`src/radio_core_macros.svh`:
```
/*
 * Radio control core constants
 * Settings bus addresses, readback slot numbers and bus widths
 */

`ifndef RADIO_CORE_MACROS_SVH
`define RADIO_CORE_MACROS_SVH

////////////////////////////////////////////////////////////////////////////
// Settings bus addresses

`define RC_SR_LOOPBACK    8'd6     // TX to RX digital loopback
`define RC_SR_TEST        8'd21
`define RC_SR_CODEC_IDLE  8'd22    // TX word when not running
`define RC_SR_READBACK    8'd32
`define RC_SR_TIME_HI     8'd128   // Held until the low half arrives
`define RC_SR_TIME_LO     8'd129

////////////////////////////////////////////////////////////////////////////
// Readback slots

`define RC_RB_TEST        3'd0
`define RC_RB_TIME        3'd1
`define RC_RB_LASTPPS     3'd2
`define RC_RB_FRONTEND    3'd3

// Widths
`define RC_ADDR_W         8
`define RC_DATA_W         32
`define RC_TIME_W         64
`define RC_WORD_W         64

`endif

```
`src/radio_core_pkg.sv`:
```
/*
 * Radio control core types
 * Vector typedefs, settings bus and stream beat structs, control FSM states
 */

`include "radio_core_macros.svh"

package radio_core_pkg;

   // Settings bus fields
   typedef logic [`RC_ADDR_W-1:0] set_addr_t;
   typedef logic [`RC_DATA_W-1:0] set_data_t;

   typedef struct packed {
      logic      stb;     // One cycle per write
      set_addr_t addr;
      set_data_t data;
   } set_bus_t;

   typedef logic [`RC_TIME_W-1:0] vita_time_t;

   // I in [31:16], Q in [15:0]
   typedef logic [31:0] iq_sample_t;

   typedef logic [2:0]            rb_addr_t;
   typedef logic [`RC_WORD_W-1:0] rb_word_t;

   // One beat of the control or response stream
   typedef struct packed {
      logic [`RC_WORD_W-1:0] tdata;
      logic                  tlast;
   } stream_beat_t;

   typedef enum logic [2:0] {
      ST_IDLE      = 3'd0,  // Waiting for header
      ST_CMD       = 3'd1,  // Waiting for command word
      ST_SET       = 3'd2,  // Settings strobe out
      ST_RB        = 3'd3,  // Readback captured here
      ST_RESP_HDR  = 3'd4,
      ST_RESP_DATA = 3'd5
   } ctrl_state_t;

endpackage

```
`src/ctrl_proc_fsm.sv`:
```
/*
 * Control packet processor
 * Parses header and command beats, strobes the settings bus,
 * captures the readback word and returns a two-beat response
 */

`timescale 1ns/100ps

`include "radio_core_macros.svh"

module ctrl_proc_fsm (
   input  logic                         bus_clk,
   input  logic                         i_rst,
   // Control stream in
   input  radio_core_pkg::stream_beat_t i_ctrl,
   input  logic                         i_ctrl_tvalid,
   output logic                         o_ctrl_tready,
   // Response stream out
   output radio_core_pkg::stream_beat_t o_resp,
   output logic                         o_resp_tvalid,
   input  logic                         i_resp_tready,
   // Settings bus and readback
   output radio_core_pkg::set_bus_t     o_set,
   input  radio_core_pkg::rb_word_t     i_readback
);
   import radio_core_pkg::*;

   ctrl_state_t           state;
   logic [`RC_WORD_W-1:0] hdr_q;   // Echoed as response header
   rb_word_t              rb_q;
   set_addr_t             addr_q;
   set_data_t             data_q;
   logic                  ctrl_fire;
   logic                  resp_fire;

   ////////////////////////////////////////////////////////////////////////////
   // Handshakes

   // Input only accepted while no packet is being worked on
   assign o_ctrl_tready = (state == ST_IDLE) || (state == ST_CMD);
   assign ctrl_fire     = i_ctrl_tvalid && o_ctrl_tready;

   assign o_resp_tvalid = (state == ST_RESP_HDR) || (state == ST_RESP_DATA);
   assign resp_fire     = o_resp_tvalid && i_resp_tready;

   // Both beats come from registers, so they hold while stalled
   assign o_resp = '{
      tdata: (state == ST_RESP_DATA) ? rb_q : hdr_q,
      tlast: (state == ST_RESP_DATA)
   };

   assign o_set = '{
      stb:  (state == ST_SET),
      addr: addr_q,
      data: data_q
   };

   ////////////////////////////////////////////////////////////////////////////
   // State machine

   always_ff @(posedge bus_clk) begin
      if (i_rst) begin
         state  <= ST_IDLE;
         hdr_q  <= '0;
         rb_q   <= '0;
         addr_q <= '0;
         data_q <= '0;
      end else begin
         case (state)
            ST_IDLE: begin
               // A header with tlast set is a malformed packet, drop it
               if (ctrl_fire && !i_ctrl.tlast) begin
                  hdr_q <= i_ctrl.tdata;
                  state <= ST_CMD;
               end
            end
            ST_CMD: begin
               if (ctrl_fire) begin
                  addr_q <= i_ctrl.tdata[`RC_DATA_W +: `RC_ADDR_W];  // Bits 39:32
                  data_q <= i_ctrl.tdata[`RC_DATA_W-1:0];
                  state  <= ST_SET;
               end
            end
            ST_SET: begin
               state <= ST_RB;   // Write lands at end of this cycle
            end
            ST_RB: begin
               rb_q  <= i_readback;
               state <= ST_RESP_HDR;
            end
            ST_RESP_HDR: begin
               if (resp_fire) begin
                  state <= ST_RESP_DATA;
               end
            end
            ST_RESP_DATA: begin
               if (resp_fire) begin
                  state <= ST_IDLE;
               end
            end
            default: begin
               state <= ST_IDLE;
            end
         endcase
      end
   end

endmodule

```
`src/radio_core.sv`:
```
/*
 * Radio control core top level
 * Control packet processor, settings, timekeeper and front end on bus_clk
 */

`timescale 1ns/100ps

module radio_core (
   input  logic                         bus_clk,
   input  logic                         i_rst,
   // Control and response streams
   input  radio_core_pkg::stream_beat_t i_ctrl,
   input  logic                         i_ctrl_tvalid,
   output logic                         o_ctrl_tready,
   output radio_core_pkg::stream_beat_t o_resp,
   output logic                         o_resp_tvalid,
   input  logic                         i_resp_tready,
   // Timing and front end
   input  logic                         i_pps,
   input  logic                         i_tx_run,
   input  radio_core_pkg::iq_sample_t   i_tx_sample,
   input  radio_core_pkg::iq_sample_t   i_rx,
   output radio_core_pkg::iq_sample_t   o_tx,
   output radio_core_pkg::iq_sample_t   o_rx_fe
);
   import radio_core_pkg::*;

   set_bus_t   set_bus;
   rb_word_t   readback;
   vita_time_t vita_time;
   vita_time_t time_lastpps;
   logic       loopback;
   iq_sample_t tx_idle;

   ctrl_proc_fsm ctrl_proc_fsm_inst (
      .bus_clk       (bus_clk),
      .i_rst         (i_rst),
      .i_ctrl        (i_ctrl),
      .i_ctrl_tvalid (i_ctrl_tvalid),
      .o_ctrl_tready (o_ctrl_tready),
      .o_resp        (o_resp),
      .o_resp_tvalid (o_resp_tvalid),
      .i_resp_tready (i_resp_tready),
      .o_set         (set_bus),
      .i_readback    (readback)
   );

   timekeeper timekeeper_inst (
      .bus_clk        (bus_clk),
      .i_rst          (i_rst),
      .i_set          (set_bus),
      .i_pps          (i_pps),
      .o_vita_time    (vita_time),
      .o_time_lastpps (time_lastpps)
   );

   // Slot 3 reads the registered TX word over the raw RX input
   radio_settings radio_settings_inst (
      .bus_clk        (bus_clk),
      .i_rst          (i_rst),
      .i_set          (set_bus),
      .i_vita_time    (vita_time),
      .i_time_lastpps (time_lastpps),
      .i_tx_word      (o_tx),
      .i_rx_word      (i_rx),
      .o_loopback     (loopback),
      .o_tx_idle      (tx_idle),
      .o_readback     (readback)
   );

   radio_frontend radio_frontend_inst (
      .bus_clk     (bus_clk),
      .i_rst       (i_rst),
      .i_tx_run    (i_tx_run),
      .i_tx_sample (i_tx_sample),
      .i_tx_idle   (tx_idle),
      .i_loopback  (loopback),
      .i_rx        (i_rx),
      .o_tx        (o_tx),
      .o_rx_fe     (o_rx_fe)
   );

endmodule

```
`src/radio_frontend.sv`:
```
/*
 * Front-end registers
 * TX output picks sample or idle word, RX side picks input or loopback
 */

`timescale 1ns/100ps

module radio_frontend (
   input  logic                       bus_clk,
   input  logic                       i_rst,
   input  logic                       i_tx_run,
   input  radio_core_pkg::iq_sample_t i_tx_sample,
   input  radio_core_pkg::iq_sample_t i_tx_idle,
   input  logic                       i_loopback,
   input  radio_core_pkg::iq_sample_t i_rx,
   output radio_core_pkg::iq_sample_t o_tx,
   output radio_core_pkg::iq_sample_t o_rx_fe
);
   import radio_core_pkg::*;

   iq_sample_t tx_q;
   iq_sample_t rx_fe_q;

   always_ff @(posedge bus_clk) begin
      if (i_rst) begin
         tx_q    <= '0;
         rx_fe_q <= '0;
      end else begin
         // Idle word keeps the DAC at a known level between bursts
         tx_q    <= i_tx_run ? i_tx_sample : i_tx_idle;
         rx_fe_q <= i_loopback ? tx_q : i_rx;   // Digital loopback from TX reg
      end
   end

   assign o_tx    = tx_q;
   assign o_rx_fe = rx_fe_q;

endmodule

```
`src/radio_settings.sv`:
```
/*
 * Radio settings registers
 * Loopback, test, codec idle and readback select registers,
 * plus the combinational readback multiplexer
 */

`timescale 1ns/100ps

`include "radio_core_macros.svh"

module radio_settings (
   input  logic                       bus_clk,
   input  logic                       i_rst,
   input  radio_core_pkg::set_bus_t   i_set,
   input  radio_core_pkg::vita_time_t i_vita_time,
   input  radio_core_pkg::vita_time_t i_time_lastpps,
   input  radio_core_pkg::iq_sample_t i_tx_word,
   input  radio_core_pkg::iq_sample_t i_rx_word,
   output logic                       o_loopback,
   output radio_core_pkg::iq_sample_t o_tx_idle,
   output radio_core_pkg::rb_word_t   o_readback
);
   import radio_core_pkg::*;

   logic       loopback_q;
   set_data_t  test_q;     // Scratch register for host checks
   iq_sample_t idle_q;
   rb_addr_t   rb_sel_q;

   ////////////////////////////////////////////////////////////////////////////
   // Register writes

   always_ff @(posedge bus_clk) begin
      if (i_rst) begin
         loopback_q <= 1'b0;
         test_q     <= '0;
         idle_q     <= '0;
         rb_sel_q   <= '0;
      end else if (i_set.stb) begin
         case (i_set.addr)
            `RC_SR_LOOPBACK: begin
               loopback_q <= i_set.data[0];
            end
            `RC_SR_TEST: begin
               test_q <= i_set.data;
            end
            `RC_SR_CODEC_IDLE: begin
               idle_q <= i_set.data;
            end
            `RC_SR_READBACK: begin
               rb_sel_q <= i_set.data[$bits(rb_addr_t)-1:0];
            end
            default: begin
               // Other addresses belong to the timekeeper or are unused
            end
         endcase
      end
   end

   assign o_loopback = loopback_q;
   assign o_tx_idle  = idle_q;

   ////////////////////////////////////////////////////////////////////////////
   // Readback mux

   // Select is registered, so a new select shows in its own response
   always_comb begin
      case (rb_sel_q)
         `RC_RB_TEST: begin
            o_readback = {{(`RC_WORD_W - `RC_DATA_W){1'b0}}, test_q};
         end
         `RC_RB_TIME: begin
            o_readback = i_vita_time;
         end
         `RC_RB_LASTPPS: begin
            o_readback = i_time_lastpps;
         end
         `RC_RB_FRONTEND: begin
            o_readback = {i_tx_word, i_rx_word};   // TX in upper half
         end
         default: begin
            o_readback = '0;   // Slots of removed logic
         end
      endcase
   end

endmodule

```
`src/timekeeper.sv`:
```
/*
 * Time counter
 * Free-running 64-bit count, loaded in two halves over the settings bus,
 * latched on every rising PPS edge
 */

`timescale 1ns/100ps

`include "radio_core_macros.svh"

module timekeeper (
   input  logic                       bus_clk,
   input  logic                       i_rst,
   input  radio_core_pkg::set_bus_t   i_set,
   input  logic                       i_pps,
   output radio_core_pkg::vita_time_t o_vita_time,
   output radio_core_pkg::vita_time_t o_time_lastpps
);
   import radio_core_pkg::*;

   vita_time_t time_q;
   vita_time_t lastpps_q;
   set_data_t  time_hi_q;   // Upper half waiting for the low write
   logic       pps_d;
   logic       pps_rise;
   logic       load_hi;
   logic       load_lo;

   assign load_hi  = i_set.stb && (i_set.addr == `RC_SR_TIME_HI);
   assign load_lo  = i_set.stb && (i_set.addr == `RC_SR_TIME_LO);
   assign pps_rise = i_pps && !pps_d;

   ////////////////////////////////////////////////////////////////////////////
   // Counter and load

   always_ff @(posedge bus_clk) begin
      if (i_rst) begin
         time_q    <= '0;
         time_hi_q <= '0;
      end else begin
         if (load_lo) begin
            time_q <= {time_hi_q, i_set.data};   // Takes effect at end of strobe
         end else begin
            time_q <= time_q + 1'b1;
         end
         if (load_hi) begin
            time_hi_q <= i_set.data;
         end
      end
   end

   ////////////////////////////////////////////////////////////////////////////
   // PPS capture

   always_ff @(posedge bus_clk) begin
      if (i_rst) begin
         pps_d     <= 1'b0;
         lastpps_q <= '0;
      end else begin
         pps_d <= i_pps;
         if (pps_rise) begin
            lastpps_q <= time_q;   // Time seen in the edge cycle
         end
      end
   end

   assign o_vita_time    = time_q;
   assign o_time_lastpps = lastpps_q;

endmodule
```
`config.mk`:
```
export PLATFORM = sky130hd
export DESIGN_NAME = radio_core
export DESIGN_NICKNAME = d
export VERILOG_FILES = /design/src/radio_core_pkg.sv /design/src/ctrl_proc_fsm.sv /design/src/radio_core.sv /design/src/radio_frontend.sv /design/src/radio_settings.sv /design/src/timekeeper.sv
export VERILOG_INCLUDE_DIRS = /design/src
export SDC_FILE = /design/constraint.sdc
export NUM_CORES = 1
export LEC_CHECK = 0
export ABC_AREA = 0
export BUFFER_PORTS_ARGS = -buffer_cell sky130_fd_sc_hd__buf_2
export CAP_MARGIN = 20
export CORE_ASPECT_RATIO = 0.75
export CORE_MARGIN = 1
export CORE_UTILIZATION = 50
export CTS_BUF_LIST = sky130_fd_sc_hd__clkbuf_4 sky130_fd_sc_hd__clkbuf_8
export DETAILED_ROUTE_END_ITERATION = 10
export PLACE_DENSITY = 0.71
export SETUP_SLACK_MARGIN = 0.2
export SLEW_MARGIN = 25
export SYNTH_ARGS = -nofsm -noshare
export SYNTH_HDL_FRONTEND = slang
export SYNTH_SLANG_ARGS = --single-unit
```
`constraint.sdc`:
```
create_clock -name bus_clk -period 5.9 [get_ports bus_clk]
set_input_delay 1.18 -clock bus_clk [delete_from_list [all_inputs] [get_ports bus_clk]]
set_output_delay 1.18 -clock bus_clk [all_outputs]
set_load 0.03 [all_outputs]
```
# Yosys cells after proc, flatten, opt, wreduce, memory -nomap -nowiden
# Index checks and enable logic that the tools add are counted.
# op_classes
addsub	1
n_eq_ne	18
n_mux	10
reduce_logical	19
# ops
cell	count
64-bit case mux with 4 select lines	1
64-bit two-way mux	2
64-bit by 1-bit adder with 64-bit output, second input constant	1
32-bit two-way mux	2
3-bit case mux with 6 select lines	1
8-bit by 5-bit equality test with 1-bit output, second input constant	2
8-bit equality test, second input constant	2
3-bit by 2-bit equality test with 1-bit output, second input constant	4
3-bit two-way mux	4
2-bit AND reduction	6
8-bit by 3-bit equality test with 1-bit output, second input constant	1
8-bit by 6-bit equality test with 1-bit output, second input constant	1
3-bit by 1-bit equality test with 1-bit output, second input constant	2
3-bit equality test, second input constant	2
1-bit logical AND	6
3-bit zero test	2
2-bit by 1-bit inequality test with 1-bit output, second input constant	3
4-bit AND reduction	1
1-bit zero test	2
1-bit logical OR	2
2-bit inequality test, second input constant	1
# word_totals
ff_bits	464
inputBits	135
output_inout_bits	131
wordCells	63

# Longest topological paths before layout
# Gate-level depths: netlist of the first run.
# depth
ltp_word	6
depth_mapped	9
ltp_nobuf	6

# Hierarchy
# A second synthesis of the first run with hierarchy kept.
# hier_totals
hier_cells	2395
area_unflattened_um2	21323.0
# modules_own_cells
module	instances	cells_each	area_each_um2
ctrl_proc_fsm	1	828	7228.2
timekeeper	1	902	7111.8
radio_settings	1	458	4645.7
radio_frontend	1	207	2337.2

# Least setup slack after synthesis of the first run
# OpenSTA, ideal clock, no wires.
# synth_path
kind	register to output
from	register ctrl_proc_fsm_inst.state[2]
to	output o_resp[15] (netlist name)
arrival_time_ns	2.054
setup_slack_ns	2.666
path_stages_with_launch	7
cell_sequence	dfxtp_1 > clkbuf_1 > nor2b_1 > nand2_1 > clkbuf_1 > clkbuf_1 > mux2_2
# synth_lines
item	line_no	source
start: declaration	ctrl_proc_fsm.sv:28	ctrl_state_t state;
start signal: assignment	ctrl_proc_fsm.sv:63	state <= ST_IDLE;
start signal: assignment	ctrl_proc_fsm.sv:74	state <= ST_CMD;
start signal: assignment	ctrl_proc_fsm.sv:81	state <= ST_SET;
end: declaration	radio_core.sv:15	output radio_core_pkg::stream_beat_t o_resp,

==> key figures, run 1 <==
Detailed routing
  • First-pass iteration count of the detailed router: 5
  • DRT iter0 DRCs: 1455
  • Final ANT Viol Nets: 0
  • Routed len/inst: 19.4 um
  • Residual DRC: 0
  • Vias per cell: 5.72
  • Final wirelength: 59.9 mm
  • DR vias: 17600

Synth
  • Synthesized flop and latch total: 464
  • Syn_area_per_cell: 8.43 um2
  • Post-Syn Area: 19800 um2
  • Post-synth ARST share: 0%
  • Register area share after synthesis: 46.9%
  • Syn Inst Count: 2349
  • Synthesized net count: 2485
  • Main flop type after synthesis: dfxtp_1
  • Synth warn: 0
  • Post-synth EDFFs: 0
  • Distinct cells, synth: 49

CTS
  • Hold-fix buffers, CTS: 0
  • CTS tree: built
  • TritonCTS Buffers: 73
  • Quantity of gates resized following cts: 0
  • Post-CTS Setup Inserts: 0
  • Root Buffer: clkbuf_8
  • Worst-path clk slew: 0.06 ns
  • Clk buf depth: 3
  • Clock Sinks: 464
  • Total number of H-tree levels: 3
  • Worst skew pair latency: 0.66 ns

Global routing
  • Total GRT Usage: 29.2%
  • Vias in the first global route: 16600
  • Largest net degree at the start of global routing: 185
  • Gr ovfl total: 0
  • First-pass GRT wire length: 92.9 mm
  • Initial antenna violation count: 1

Placement
  • Port bufs: 265
  • Final Wtd Congestion: 0.921
  • Detailed placement HPWL: 38.9 mm
  • Dpl cells: 2954

STA
  • F_max: 248 MHz
  • Final setup fails: 0
  • Crit share post-route: 68.5%
  • Slew @ Worst Pin: 1.08 ns
  • Fin. max-slew vios: 0
  • Clock skew: 0.0248 ns
  • Fin crit period: 4.04 ns
  • Final Hold Viols: 0
  • Slew margin rel.: 27.8%
  • Hold_ws: 0.451 ns
  • RSZ-0062 raised after global routing: false
  • TNS Setup: 0 ns

Floorplan
  • Total die area: 40400 um2
  • DIE HEIGHT: 174 um
  • Die W: 232 um
  • Initial Util: 51.3%
  • Site row count: 62
  • I/O pin cnt: 266
  • Core box area: 38600 um2

Power and ir drop
  • Pleak: 9.04 nW
  • Total Power: 6.62 mW
  • Max IR drop VDD: 0.000148 V
  • PD cells: 289 nW/um2

Critical path
  • Worst setup SP type: flop
  • Crit Path Class: flop to primary output
  • Worst Path Arrival: 2.86 ns
  • CP max FO: 36
  • Worst Setup End Kind: primary output
  • Critical-path cell list: nor2b_1, nand2_4, buf_4, mux2_2, buf_2
  • Crit path largest cell delay: 0.52 ns
  • WP data required: 4.72 ns
  • Worst path slowest cell: buf_4

Layout
  • Storage element area: 9300 um2
  • Layout fillers: 3494
  • Area of the multi-input gates: 9780 um2
  • Area Growth Syn to Fin: 15.6%
  • Final Net Count: 2653
  • Commonest non-fill, non-tap cells in the layout: nand2_1, dfxtp_1, a21oi_1
  • Share of layout cells above drive strength 1: 21.4%
  • Commonest non-fill, non-tap cell in the layout: nand2_1
  • Fin cells: 3085

Run
  • Max_cap viols: 0

Run status
  • Status: finished, final reports clean

Hold path
  • Worst Hold Class: flop to flop
[where the power goes]
part | leakage [nW] | internal [mW] | switching [mW]
registers | 3.76 | 3.20 | 0.0614
clock network | 0.835 | 1.62 | 1.29
logic | 4.44 | 0.140 | 0.307
[state kept, by name (all words and copies together) (netlist names), 64 cells and up]
signal and flops:
ctrl_proc_fsm_inst.hdr_q 64, timekeeper_inst.o_vita_time 64, timekeeper_inst.o_time_lastpps 64, ctrl_proc_fsm_inst.rb_q 64
[through the flow]
stage          utilization [%]  setup WS, ns  cell area (um2)
4_1_cts                   59.2          1.47            22900
2_1_floorplan                -          2.67            19800
5_1_grt                   59.3          1.72            22900
6_report                  59.3          1.86            22900
3_3_place_gp              55.2          2.27            21300
3_5_place_dp              55.2          2.17            21300
[critical path: cells and delay by family (launching register included)]
kind | cells | cell delay, ns
DFF | 1 | 0.39
buffers and inverters | 2 | 0.70
and+or+nand+nor | 2 | 0.69
muxes | 1 | 0.40
[synth_stat cells, drive strengths merged, types with 9 or more instances]
cell type  instances  area (um2)
or4                9        75.1
nand3b            12        90.1
mux2              94        1060
a2bb2oi           32         280
xnor2             32         280
and4               9        78.8
and3              13        81.3
nand3             26         130
nor3              23         115
dfxtp            464        9290
inv               13        48.8
nor4              14        87.6
a22o              32         280
nand4             19         138
mux2i            133        1330
o21ai             15        75.1
nor2             260         976
clkbuf           178         671
a311oi            15         131
a211oi            72         541
xor2               9        78.8
buf               23        98.8
a22oi             32         240
a21oi            271        1360
nand2            494        1850
or3               15        98.8
[cells by family after synthesis]
kind of cell	count (synthesis)	share of synthesized area, %
AOI/OAI and AO/OA	482	15.2
xor gates and xnor gates	41	1.81
adders and majority gates	1	0.0632
buffers and inverters	214	4.13
DFF	464	46.9
muxes	227	12.1
and+or+nand+nor	920	19.8
[routing by layer]
metal	routed length (um)	vias to the layer above	GRT usage [%]
met1	26300	8438	39.3
met4	2030	0	11.7
met3	4010	114	4.54
li1	-	8439	-
met2	27600	643	46.6
met5	0	-	0
[final timing paths]
kind	from	end	slack, ns	cells after the start
max	ctrl_proc_fsm_inst.state[2]$_SDFFE_PP0P_	o_resp[59]	1.86	5
min	ctrl_proc_fsm_inst.hdr_q[23]$_SDFFE_PP0P_	ctrl_proc_fsm_inst.hdr_q[23]$_SDFFE_PP0P_	0.45	2
min reg2reg	ctrl_proc_fsm_inst.hdr_q[23]$_SDFFE_PP0P_	ctrl_proc_fsm_inst.hdr_q[23]$_SDFFE_PP0P_	0.45	2
max reg2reg	timekeeper_inst.o_vita_time[13]$_SDFF_PP0_	timekeeper_inst.o_vita_time[50]$_SDFF_PP0_	2.57	5
[final cells by class]
type | count | share of cell area (%)
Antenna cell | 1 | 0.0109
Clock buffer | 119 | 6.41
Clock inverter | 11 | 0.432
Inverter | 13 | 0.213
Multi-Input combinational cell | 1671 | 42.7
Sequential cell | 464 | 40.6
Tap cell | 512 | 2.80
Timing Repair Buffer | 294 | 6.84
Note: power is estimated with default switching activity, not from simulation.
==> inputs of run 2 (changes only) <==
==> constraint.sdc (replaced) <==
create_clock -name bus_clk -period 3.89 [get_ports bus_clk]
set_input_delay 0.778 -clock bus_clk [delete_from_list [all_inputs] [get_ports bus_clk]]
set_output_delay 0.778 -clock bus_clk [all_outputs]
set_load 0.03 [all_outputs]
==> run 2 against run 1 <==
  * Setup slack lost 1.4 ns
  * Non-clock buffer count grew 10
  * Count of clock-buffer cells in the layout shrank 3
  * Final area grew 0.23%
  * Cell count grew 0.26%
  * Combinational power grew 55%
  * Worst hold slack lost 0.070 ns
  * Global-route usage grew 0.42 points
  * Critical path depth is the same
  * Critical path type unchanged
==> key figures, run 2 (synthesized netlist as in run 1, its figures left out) <==
Layout
  • Commonest non-fill, non-tap cells in the layout: nand2_1, dfxtp_1, a21oi_1
  • Commonest non-fill, non-tap cell in the layout: nand2_1
  • Final Net Count: 2665 (+0.45%)
  • Area Growth Syn to Fin: 15.9%
  • Share of layout cells above drive strength 1: 21.6% (+0.17 points)
  • Utilization after layout: 59.4% (+0.14 points)

CTS
  • Worst skew pair latency: 0.64 ns (-0.02 ns)
  • Clk buf depth: 3 (unchanged)
  • CTS tree: built
  • Root Buffer: clkbuf_8
  • Quantity of gates resized following cts: 0 (unchanged)
  • Total number of H-tree levels: 3 (unchanged)
  • Hold-fix buffers, CTS: 0 (unchanged)
  • TritonCTS Buffers: 75 (+2.7%)
  • Clock Sinks: 464 (unchanged)
  • Post-CTS Setup Inserts: 0 (unchanged)
  • Worst-path clk slew: 0.06 ns (about the same)

Hold path
  • Worst Hold End: ctrl_proc_fsm_inst.hdr_q[44]$_SDFFE_PP0P_
  • Hold Crit Depth: 3 (+1)
  • Worst Hold Class: primary input to flop
  • Launch point of the worst hold path: i_ctrl[45]

STA
  • RSZ-0062 raised after global routing: false
  • Final setup fails: 0 (unchanged)
  • F_max: 293 MHz
  • Fin crit period: 3.41 ns
  • Slew margin rel.: 35.3% (+7.5 points)
  • Final worst slack: 0.480 ns (-1.38 ns)
  • Final Hold Viols: 0 (unchanged)
  • Fin. max-slew vios: 0 (unchanged)
  • Crit share post-route: 87.7%
  • Clock skew: 0.0200 ns (-0.00481 ns)
  • Slew @ Worst Pin: 0.971 ns (-0.104 ns)
  • TNS Setup: 0 ns (unchanged)

Detailed routing
  • Final ANT Viol Nets: 0 (unchanged)
  • Final wirelength: 60.8 mm (+1.5%)
  • DR vias: 17800 (+1.1%)
  • Routed len/inst: 19.6 um (+1.2%)
  • Vias per cell: 5.76 (+0.86%)
  • First-pass iteration count of the detailed router: 5 (unchanged)
  • DRT iter0 DRCs: 1529 (+5.1%)
  • Residual DRC: 0 (unchanged)

Power and ir drop
  • Switching power share of the total: 25.4% (+0.33 points)
  • Clk pwr share: 43.1% (-0.9 points)
  • Switching power: 2.52 mW (+52%)
  • Register share of total power: 49.9% (+0.7 points)
  • Max IR drop VDD: 0.000377 V (+160%)
  • Pleak: 9.08 nW (+0.46%)
  • Part of the power in combinational logic: 7.0% (+0.3 points)
  • Int Pwr: 7.39 mW (+49%)
  • PD cells: 432 nW/um2 (+49%)

Floorplan
  • Total die area: 40400 um2 (unchanged)
  • Core box area: 38600 um2 (unchanged)
  • Die W: 232 um (unchanged)
  • DIE HEIGHT: 174 um (unchanged)
  • Site row count: 62 (unchanged)
  • Initial Util: 51.3% (unchanged)
  • I/O pin cnt: 266 (unchanged)

Critical path
  • Worst Setup End Kind: primary output
  • Critical Path Start: ctrl_proc_fsm_inst.state[2]$_SDFFE_PP0P_
  • CP max FO: 32 (-11%)
  • Critical-path cell list: nor2b_1, nand2_4, buf_12, mux2_2, buf_2
  • Reg2Reg Launch Point: timekeeper_inst.o_vita_time[13]$_SDFF_PP0_
  • Crit path largest cell delay: 0.49 ns (-0.03 ns)
  • Worst r2r dst: timekeeper_inst.o_vita_time[50]$_SDFF_PP0_
  • Worst r2r path cells: 6 (+1)
  • Worst Path Arrival: 2.63 ns (-0.23 ns)
  • Worst path slowest cell: dfxtp_1
  • Reg2Reg Setup Slack: 0.96 ns (-1.61 ns)
  • Crit Path Class: flop to primary output
  • WP data required: 3.11 ns (-1.61 ns)
  • Worst setup SP type: flop

Placement
  • Final Wtd Congestion: 0.902 (-2.1%)
  • Pre-CTS WS: 0.911 ns (-1.26 ns)
  • Port bufs: 265 (unchanged)
  • Detailed placement HPWL: 40.7 mm (+4.6%)

Global routing
  • Largest net degree at the start of global routing: 112 (-39%)
  • Total GRT Usage: 29.6% (+0.42 points)
  • Gr ovfl total: 0 (unchanged)
  • Vias in the first global route: 17000 (+2.3%)
  • First-pass GRT wire length: 94.7 mm (+1.9%)
  • Initial antenna violation count: 2 (+1)

Run
  • Max_cap viols: 0 (unchanged)

Run status
  • Status: finished, final reports clean
## run 2: cell count changes in the layout (fill, tap and decap cells not counted), moves of 2 or more
cell / previous run / this run
buf_12: 1 / 6
clkbuf_8: 92 / 88
clkinv_2: 5 / 7
buf_4: 28 / 33
## run 2: area by class of cell
type / instances / area, um2
Inverter: 13 / 48.8
Clock buffer: 116 / 1420
Antenna cell: 1 / 2.50
Sequential cell: 464 / 9300
Tap cell: 512 / 641
Clock inverter: 12 / 76.3
Fill cell: 3442 / 15700
Timing Repair Buffer: 304 / 1700
Multi-Input combinational cell: 1671 / 9760
## run 2: power groups by stage
stage	registers [mW]	logic, mW	clock network, mW
5_1_grt	4.95	0.746	4.56
6_report	4.94	0.693	4.28
3_5_place_dp	5.05	0.690	0
2_1_floorplan	5.07	0.381	0
3_3_place_gp	5.04	0.675	0
4_1_cts	4.94	0.693	4.35
## run 2: worst max-delay path by stage
stage / to / slack, ns / cells after the start
floorplan: o_resp[15] / 1.06 / 6
global route: o_resp[11] / 0.37 / 5
global placement: o_resp[23] / 1.01 / 5
detailed placement: o_resp[11] / 0.91 / 5
finish: o_resp[11] / 0.48 / 5
CTS: o_resp[11] / 0.22 / 5
## run 2: layer usage
metal / wire [um] / share of wire [%] / up-vias / track usage (%)
li1: - / - / 8471 / -
met1: 26100 / 43 / 8558 / 39.2
met2: 28500 / 47 / 689 / 47.9
met3: 4270 / 7.0 / 111 / 5.04
met4: 1890 / 3.1 / 2 / 11.3
met5: 13 / 0.021 / - / 0
## run 2: critical path, delay by kind of cell (launching register included)
kind                   cells  cell delay [ns]
and+or+nand+nor            2             0.70
DFF                        1             0.49
buffers and inverters      2             0.51
muxes                      1             0.29
## run 2: stage by stage
step                      power [mW]  hold WS (ns)  instances  instance area [um2]
final                           9.92         0.381       3093                23000
after global routing            10.3         0.368       3093                23000
after CTS                       9.98         0.349       3091                22900
after detailed placement        5.74         0.445       2963                21400
after global placement          5.72         0.439       2963                21400
after floorplan                 5.45         0.432       2349                19800
